File: config.mk
export PLATFORM = sky130hd
export DESIGN_NAME = rob_core_top
export DESIGN_NICKNAME = d
export VERILOG_FILES = /design/src/source/rob_pkg.sv /design/src/source/wb_arbiter.sv /design/src/source/reorder_buffer.sv /design/src/source/arch_regfile.sv /design/src/source/rob_core_top.sv
export SDC_FILE = /design/constraint.sdc
export NUM_CORES = 2
export LEC_CHECK = 0
export BUFFER_PORTS_ARGS = -buffer_cell sky130_fd_sc_hd__buf_2
export CAP_MARGIN = 20
export CORE_MARGIN = 2
export CORE_UTILIZATION = 39
export CTS_CLUSTER_SIZE = 16
export DETAILED_ROUTE_END_ITERATION = 12
export PLACE_DENSITY_LB_ADDON = 0.15
export RECOVER_POWER = 100
export SKIP_CTS_REPAIR_TIMING = 1
export SLEW_MARGIN = 25
export SYNTH_ARGS = -nofsm -noshare
export SYNTH_HDL_FRONTEND = slang
export SYNTH_HIERARCHICAL = 1
export SYNTH_SLANG_ARGS = --single-unit
File: constraint.sdc
create_clock -name clk -period 7.56 [get_ports clk]
set_clock_uncertainty 0.2 [all_clocks]
set_input_delay 1.134 -clock clk [delete_from_list [all_inputs] [get_ports clk]]
set_output_delay 1.134 -clock clk [all_outputs]
set_load 0.05 [all_outputs]
File: src/source/rob_pkg.sv
package rob_pkg;

    // ROB sizing
    localparam int ROB_DEPTH  = 16;                  // Entries in the reorder buffer
    localparam int TAG_W      = 4;                   // ROB index width, log2 of depth
    localparam int CNT_W      = TAG_W + 1;           // Occupancy count, 0 to ROB_DEPTH

    // Architectural state
    localparam int REG_IDX_W  = 5;                   // x0..x31
    localparam int NUM_REGS   = 32;                  // x0 hardwired to zero
    localparam int XLEN       = 32;                  // Data and address width

    // Writeback sources
    localparam int NUM_WB_SRC = 3;                   // alu, mul, lsu
    localparam int WB_SEL_W   = $clog2(NUM_WB_SRC);  // Round-robin pointer width

endpackage

File: src/source/wb_arbiter.sv
module wb_arbiter (
    input  logic                       clk,
    input  logic                       rst,
    input  logic                       alu_valid,
    output logic                       alu_ready,
    input  logic [rob_pkg::TAG_W-1:0]  alu_tag,
    input  logic [rob_pkg::XLEN-1:0]   alu_value,
    input  logic                       alu_exc,
    input  logic                       mul_valid,
    output logic                       mul_ready,
    input  logic [rob_pkg::TAG_W-1:0]  mul_tag,
    input  logic [rob_pkg::XLEN-1:0]   mul_value,
    input  logic                       mul_exc,
    input  logic                       lsu_valid,
    output logic                       lsu_ready,
    input  logic [rob_pkg::TAG_W-1:0]  lsu_tag,
    input  logic [rob_pkg::XLEN-1:0]   lsu_value,
    input  logic [rob_pkg::XLEN-1:0]   lsu_addr,
    input  logic                       lsu_exc,
    output logic                       cpl_valid,
    output logic [rob_pkg::TAG_W-1:0]  cpl_tag,
    output logic [rob_pkg::XLEN-1:0]   cpl_value,
    output logic [rob_pkg::XLEN-1:0]   cpl_addr,
    output logic                       cpl_exc
);
    import rob_pkg::*;

    logic [NUM_WB_SRC-1:0] req;    // Bit 0 alu, 1 mul, 2 lsu
    logic [NUM_WB_SRC-1:0] grant;  // One-hot winner
    logic [WB_SEL_W-1:0]   prio;   // Source checked first this cycle
    logic [WB_SEL_W-1:0]   win;    // Winner index, feeds pointer update

    assign req = {lsu_valid, mul_valid, alu_valid};

    // Scan sources starting at prio, first requester wins
    always_comb begin
        int idx;
        grant = '0;
        win   = prio;
        for (int k = 0; k < NUM_WB_SRC; k++) begin
            idx = int'(prio) + k;
            if (idx >= NUM_WB_SRC) begin
                idx = idx - NUM_WB_SRC;               // Wrap around
            end
            if (req[idx] && grant == '0) begin
                grant[idx] = 1'b1;
                win        = WB_SEL_W'(idx);
            end
        end
    end

    // Pointer moves one past the winner so it goes last next time
    always_ff @(posedge clk) begin
        if (rst) begin
            prio <= '0;
        end else if (|grant) begin
            prio <= (win == WB_SEL_W'(NUM_WB_SRC - 1)) ? '0 : win + 1'b1;
        end
    end

    assign alu_ready = grant[0];                      // Handshake in grant cycle
    assign mul_ready = grant[1];
    assign lsu_ready = grant[2];
    assign cpl_valid = |grant;

    // Forward winner fields, grant is one-hot
    always_comb begin
        if (grant[2]) begin
            cpl_tag   = lsu_tag;
            cpl_value = lsu_value;
            cpl_addr  = lsu_addr;                     // Only LSU reports an address
            cpl_exc   = lsu_exc;
        end else if (grant[1]) begin
            cpl_tag   = mul_tag;
            cpl_value = mul_value;
            cpl_addr  = '0;
            cpl_exc   = mul_exc;
        end else begin
            cpl_tag   = alu_tag;                      // Don't care when no grant
            cpl_value = alu_value;
            cpl_addr  = '0;
            cpl_exc   = alu_exc;
        end
    end

    // Two sources never handshake in the same cycle
    a_one_ready: assert property (@(posedge clk) disable iff (rst)
        $onehot0({lsu_ready, mul_ready, alu_ready}));

endmodule

File: src/source/reorder_buffer.sv
module reorder_buffer (
    input  logic                          clk,
    input  logic                          rst,
    input  logic                          disp_valid,
    output logic                          disp_ready,
    input  logic [rob_pkg::XLEN-1:0]      disp_pc,
    input  logic [rob_pkg::REG_IDX_W-1:0] disp_rd,
    input  logic                          disp_reg_write,
    input  logic                          disp_is_store,
    output logic [rob_pkg::TAG_W-1:0]     disp_tag,
    input  logic                          cpl_valid,
    input  logic [rob_pkg::TAG_W-1:0]     cpl_tag,
    input  logic [rob_pkg::XLEN-1:0]      cpl_value,
    input  logic [rob_pkg::XLEN-1:0]      cpl_addr,
    input  logic                          cpl_exc,
    output logic                          commit_valid,
    output logic [rob_pkg::TAG_W-1:0]     commit_tag,
    output logic [rob_pkg::REG_IDX_W-1:0] commit_rd,
    output logic [rob_pkg::XLEN-1:0]      commit_value,
    output logic [rob_pkg::XLEN-1:0]      commit_addr,
    output logic                          commit_reg_write,
    output logic                          commit_store,
    output logic                          flush,
    output logic [rob_pkg::XLEN-1:0]      epc
);
    import rob_pkg::*;

    // Per-entry status flags
    logic [ROB_DEPTH-1:0] ent_valid;              // Slot allocated
    logic [ROB_DEPTH-1:0] ent_ready;              // Result written back
    logic [ROB_DEPTH-1:0] ent_exc;                // Result carries a fault
    logic [ROB_DEPTH-1:0] ent_reg_write;          // Writes rd on retire
    logic [ROB_DEPTH-1:0] ent_is_store;           // Store, value is store data

    // Per-entry payload
    logic [XLEN-1:0]      ent_pc    [ROB_DEPTH];  // For EPC
    logic [REG_IDX_W-1:0] ent_rd    [ROB_DEPTH];
    logic [XLEN-1:0]      ent_value [ROB_DEPTH];  // Reg result or store data
    logic [XLEN-1:0]      ent_addr  [ROB_DEPTH];  // Store address from LSU

    logic [TAG_W-1:0]     head;                   // Oldest entry
    logic [TAG_W-1:0]     tail;                   // Next free slot
    logic [CNT_W-1:0]     count;                  // Live entries

    logic disp_fire;
    logic cpl_fire;
    logic head_ready;
    logic retire;
    logic take_exc;

    assign disp_ready = (count != CNT_W'(ROB_DEPTH)) && !flush;  // Hold off in flush cycle
    assign disp_tag   = tail;                                     // Tag equals slot index
    assign disp_fire  = disp_valid && disp_ready;
    assign cpl_fire   = cpl_valid && !flush;      // Stale results dropped
    assign head_ready = ent_valid[head] && ent_ready[head];
    assign take_exc   = head_ready && ent_exc[head];
    assign retire     = head_ready && !ent_exc[head];

    // Control state, the exception branch wipes the whole window
    always_ff @(posedge clk) begin
        if (rst || take_exc) begin
            ent_valid <= '0;
            ent_ready <= '0;
            ent_exc   <= '0;
            head      <= '0;
            tail      <= '0;
            count     <= '0;
        end else begin
            if (disp_fire) begin
                ent_valid[tail] <= 1'b1;
                ent_ready[tail] <= 1'b0;          // Waits for its completion
                ent_exc[tail]   <= 1'b0;
                tail            <= tail + 1'b1;   // Wraps at depth
            end
            if (cpl_fire) begin
                ent_ready[cpl_tag] <= 1'b1;
                ent_exc[cpl_tag]   <= cpl_exc;
            end
            if (retire) begin
                ent_valid[head] <= 1'b0;          // Free slot
                head            <= head + 1'b1;
            end
            count <= count + CNT_W'(disp_fire) - CNT_W'(retire);
        end
    end

    // Registered commit and flush strobes
    always_ff @(posedge clk) begin
        if (rst) begin
            commit_valid <= 1'b0;
            flush        <= 1'b0;
        end else begin
            commit_valid <= retire;
            flush        <= take_exc;             // One-cycle pulse
        end
    end

    // Payload storage and commit fields
    always_ff @(posedge clk) begin
        if (disp_fire) begin
            ent_pc[tail]        <= disp_pc;
            ent_rd[tail]        <= disp_rd;
            ent_reg_write[tail] <= disp_reg_write;
            ent_is_store[tail]  <= disp_is_store;
        end
        if (cpl_fire) begin
            ent_value[cpl_tag] <= cpl_value;
            ent_addr[cpl_tag]  <= cpl_addr;
        end
        if (retire) begin
            commit_tag       <= head;
            commit_rd        <= ent_rd[head];
            commit_value     <= ent_value[head];
            commit_addr      <= ent_addr[head];
            commit_reg_write <= ent_reg_write[head] && !ent_is_store[head];  // Stores never write rd
            commit_store     <= ent_is_store[head];
        end
        if (take_exc) begin
            epc <= ent_pc[head];                  // Faulting instruction
        end
    end

    // Completion only for a live tag
    a_cpl_live: assert property (@(posedge clk) disable iff (rst)
        cpl_fire |-> ent_valid[cpl_tag]);

    // Count and valid flags agree, no overwrite of a live slot
    a_no_overrun: assert property (@(posedge clk) disable iff (rst)
        disp_fire |-> !ent_valid[tail]);

    a_flush_excl: assert property (@(posedge clk) disable iff (rst)
        !(flush && commit_valid));

endmodule

File: src/source/arch_regfile.sv
module arch_regfile (
    input  logic                          clk,
    input  logic                          rst,
    input  logic                          wr_en,
    input  logic [rob_pkg::REG_IDX_W-1:0] wr_idx,
    input  logic [rob_pkg::XLEN-1:0]      wr_data,
    input  logic [rob_pkg::REG_IDX_W-1:0] rd_idx,
    output logic [rob_pkg::XLEN-1:0]      rd_data
);
    import rob_pkg::*;

    logic [XLEN-1:0] regs [NUM_REGS];             // Committed state

    // Single write port from retirement
    always_ff @(posedge clk) begin
        if (rst) begin
            for (int i = 0; i < NUM_REGS; i++) begin
                regs[i] <= '0;
            end
        end else if (wr_en && wr_idx != '0) begin  // x0 stays zero
            regs[wr_idx] <= wr_data;
        end
    end

    // Async read, new value visible the cycle after the write edge
    assign rd_data = regs[rd_idx];

endmodule

File: src/source/rob_core_top.sv
module rob_core_top (
    input  logic                          clk,
    input  logic                          rst,
    input  logic                          disp_valid,
    output logic                          disp_ready,
    input  logic [rob_pkg::XLEN-1:0]      disp_pc,
    input  logic [rob_pkg::REG_IDX_W-1:0] disp_rd,
    input  logic                          disp_reg_write,
    input  logic                          disp_is_store,
    output logic [rob_pkg::TAG_W-1:0]     disp_tag,
    input  logic                          alu_valid,
    output logic                          alu_ready,
    input  logic [rob_pkg::TAG_W-1:0]     alu_tag,
    input  logic [rob_pkg::XLEN-1:0]      alu_value,
    input  logic                          alu_exc,
    input  logic                          mul_valid,
    output logic                          mul_ready,
    input  logic [rob_pkg::TAG_W-1:0]     mul_tag,
    input  logic [rob_pkg::XLEN-1:0]      mul_value,
    input  logic                          mul_exc,
    input  logic                          lsu_valid,
    output logic                          lsu_ready,
    input  logic [rob_pkg::TAG_W-1:0]     lsu_tag,
    input  logic [rob_pkg::XLEN-1:0]      lsu_value,
    input  logic [rob_pkg::XLEN-1:0]      lsu_addr,
    input  logic                          lsu_exc,
    output logic                          commit_valid,
    output logic [rob_pkg::TAG_W-1:0]     commit_tag,
    output logic [rob_pkg::REG_IDX_W-1:0] commit_rd,
    output logic [rob_pkg::XLEN-1:0]      commit_value,
    output logic [rob_pkg::XLEN-1:0]      commit_addr,
    output logic                          commit_reg_write,
    output logic                          commit_store,
    output logic                          flush,
    output logic [rob_pkg::XLEN-1:0]      epc,
    input  logic [rob_pkg::REG_IDX_W-1:0] rf_rd_idx,
    output logic [rob_pkg::XLEN-1:0]      rf_rd_data
);
    import rob_pkg::*;

    // Merged completion port, arbiter to ROB
    logic             cpl_valid;
    logic [TAG_W-1:0] cpl_tag;
    logic [XLEN-1:0]  cpl_value;
    logic [XLEN-1:0]  cpl_addr;
    logic             cpl_exc;

    logic             rf_wr_en;                   // Retired register write

    assign rf_wr_en = commit_valid && commit_reg_write;

    wb_arbiter u_arb (.*);                        // Port names match one to one

    reorder_buffer u_rob (.*);

    arch_regfile u_rf (
        .clk     (clk),
        .rst     (rst),
        .wr_en   (rf_wr_en),
        .wr_idx  (commit_rd),
        .wr_data (commit_value),
        .rd_idx  (rf_rd_idx),
        .rd_data (rf_rd_data)
    );

endmodule

==> metrics.cfg <==
[worst_setup_path]
r2r_setup_slack_ns = 1.11
criticalPathCategory = input pin to flip-flop
cp-start-kind = input pin
worstPathRequired_ns = 7.78
cp_max_fo = 40
arrival_ns = 6.77
rr_worst_depth = 7
timing.rr.end = u_rf/regs[15][23]$_SDFFCE_PN0P_
r2r-start = u_rob/commit_valid$_SDFF_PP0_
critPathCaptureType = flip-flop

[placed_design]
portBuffers = 341
pre_cts_slack_ns = 1.88
dp.cells = 10500
routabilityCongestion = 0.760
dpl.hpwl_um = 169000
dpl_cell_area_um2 = 123000

[power_and_ir_drop]
p_clk_frac = 0.348
irDropWorstVdd_mv = 0.295
comb_power_share = 0.157
seq_power_share = 0.495
p_per_area_nw_per_um2 = 318
p_sw_frac = 0.272
p_switching_uw = 11500
p_int_uw = 30700
power.leakage_uw = 0.0439

[grt]
grt_pass1_wl_um = 443000
grt_usage = 0.200
grt_max_degree = 148
gr-total-overflow = 0
grt_pass1_vias = 61900
antenna_found_initial = 25

[clock_network]
insertion_delay_ns = 0.90
numCtsBuffers = 313
cts.sinks = 2844
h-tree-depth = 5
cts_buffer_depth = 4
path_clk_slew_ns = 0.06
cts_tree = yes
clockRootBuffer = clkbuf_16

[cells_and_area]
fin_util = 0.443
design_area_um2 = 132000
fin_nets = 7060
syn_to_final_growth_pct = 13.2
drive_gt1_frac = 0.185
mostFrequentLayoutCell = edfxtp_1
final_cell_mix = edfxtp_1, and2_0, mux2i_1
instances_no_fill = 11100
fillers = 26000

[outcome]
outcome = complete, but fails checks
violations = max-capacitance violations, max-slew violations

[hold_path]
hp-start = u_rob/ent_ready[8]$_SDFF_PP0_
whs_endpoint = u_rob/ent_ready[8]$_SDFF_PP0_
worstHoldPathType = flip-flop to flip-flop
holdPathStages = 2

[route]
drt-wirelength-per-cell_um = 27.8
drc = 0
vias_per_cell = 5.38
num_vias = 59500
ant_nets = 0
drt_iter0_markers = 5361
firstDrtPassIters = 6
routed_wl_um = 308000

[die]
num_rows = 201
initial_utilization = 0.391
die_w_um = 552
die_h_um = 552
core_area_um2 = 299000
dieArea_um2 = 304000
io-pin-count = 342

[timing]
finalSetupTns_ns = 0
setup_viol = 0
period_share = 0.867
timing.fmax_mhz = 153
worst_slack_ns = 1.01
rsz0062_at_grt = no
hold_violations = 0
tightest_slew_ns = 4.65
maxSlewViolCount = 3322
timing.slew.headroom = -2.10
fin_crit_ns = 6.55

[synthesis]
ys_seq_area_frac = 0.724
ys_async_sr_fraction = 0
synth_cell_types = 76
synth.cell_area_um2 = 117000
ys.flop_type = edfxtp_1
synth-edff-count = 2779
yosys_warnings = 6
avgSynthCellArea_um2 = 18.2
ys_ff_latch = 2844
synthCells = 6428

[flow_run]
maxCapViolCount = 102

-- metal layers --
metal / wire, um / track usage / part of all wire
met1: 132000 / 0.274 / 0.43
met5: 54 / 0 / 0.00018
met4: 5440 / 0.0407 / 0.018
met2: 154000 / 0.341 / 0.50
met3: 16100 / 0.0287 / 0.052
-- Yosys cell counts (all sizes together) (7+ instances only) --
cell	instances	area, um^2
and2	1027	6420
nand2b	7	43.8
nor2	93	439
mux4	527	11900
nand4	12	81.3
nor3	40	211
nand3	113	571
edfxtp	2779	83500
inv	35	131
dfxtp	65	1300
a311oi	16	140
nand3b	21	161
a22oi	97	728
a21oi	132	661
nor2b	12	77.6
mux2i	553	5540
a31oi	33	206
nand2	173	654
o21ai	47	235
a22o	64	561
or2	33	206
clkbuf	257	975
buf	219	1580
ha	18	225
-- kinds of logic after synthesis --
| kind of cell | count (synthesis) | share of synthesized area |
|---|---|---|
| other cells | 1 | 0.0000321 |
| mux | 1080 | 0.149 |
| compound gates | 416 | 0.0238 |
| flops | 2844 | 0.724 |
| simple gates | 1551 | 0.0773 |
| buf+inv | 511 | 0.0230 |
| fa+ha+maj | 19 | 0.00210 |
| xor+xnor | 6 | 0.000449 |
-- how the worst max path moves through the flow --
| stage | cells past startpoint | end | startpoint |
|---|---|---|---|
| global route | 5 | u_rf/regs[12][21]$_SDFFCE_PN0P_ | rst |
| finish | 5 | u_rf/regs[12][19]$_SDFFCE_PN0P_ | rst |
| CTS | 8 | lsu_ready | u_arb/prio[0]$_SDFFE_PP0P_ |
| detailed placement | 11 | u_rob/ent_addr[1][14]$_DFFE_PP_ | lsu_valid |
| floorplan | 12 | u_rob/ent_addr[12][0]$_DFFE_PP_ | lsu_valid |
| global placement | 10 | u_rob/ent_addr[14][15]$_DFFE_PP_ | lsu_valid |
-- through the flow --
stage	hold WS [ns]	total power, uW
after global placement	0.262	27800
after global routing	0.309	43800
after CTS	0.289	42800
after floorplan	0.203	25000
after detailed placement	0.276	28100
final	0.288	42100
-- area by class of cell --
cell class                      count  area, um^2  share of cell area
Clock buffer                      396        8310              0.0628
Multi-Input combinational cell   3104       29800               0.225
Timing Repair Buffer              550        3040              0.0229
Tap cell                         3958        4950              0.0374
Antenna cell                       13        32.5            0.000246
Clock inverter                    165        1440              0.0109
Sequential cell                  2844       84800               0.640
Inverter                           35         134             0.00101
-- critical path, stage by stage --
cell and delay, ns:
clkbuf_1 0.55, clkbuf_1 2.09, buf_4 0.80, or2_2 0.30, clkbuf_1 1.70
-- registers in the layout (all words and copies together), names as in the netlist, 32 cells and up --
name / flops
u_rob/commit_addr: 32
u_rob/ent_rd: 80
u_rob/epc: 32
u_rob/commit_value: 32
u_rob/ent_addr: 512
u_rob/ent_value: 512
u_rf/regs: 1024
u_rob/ent_pc: 512
-- power by group through the flow --
stage	Clock, uW	Sequential [uW]	Combinational, uW
global placement	0	21100	6770
global route	15600	21000	7170
finish	14600	20800	6630
floorplan	0	21200	3820
detailed placement	0	21100	6960
CTS	15000	20800	6980
(Power assumes the default switching activity.)
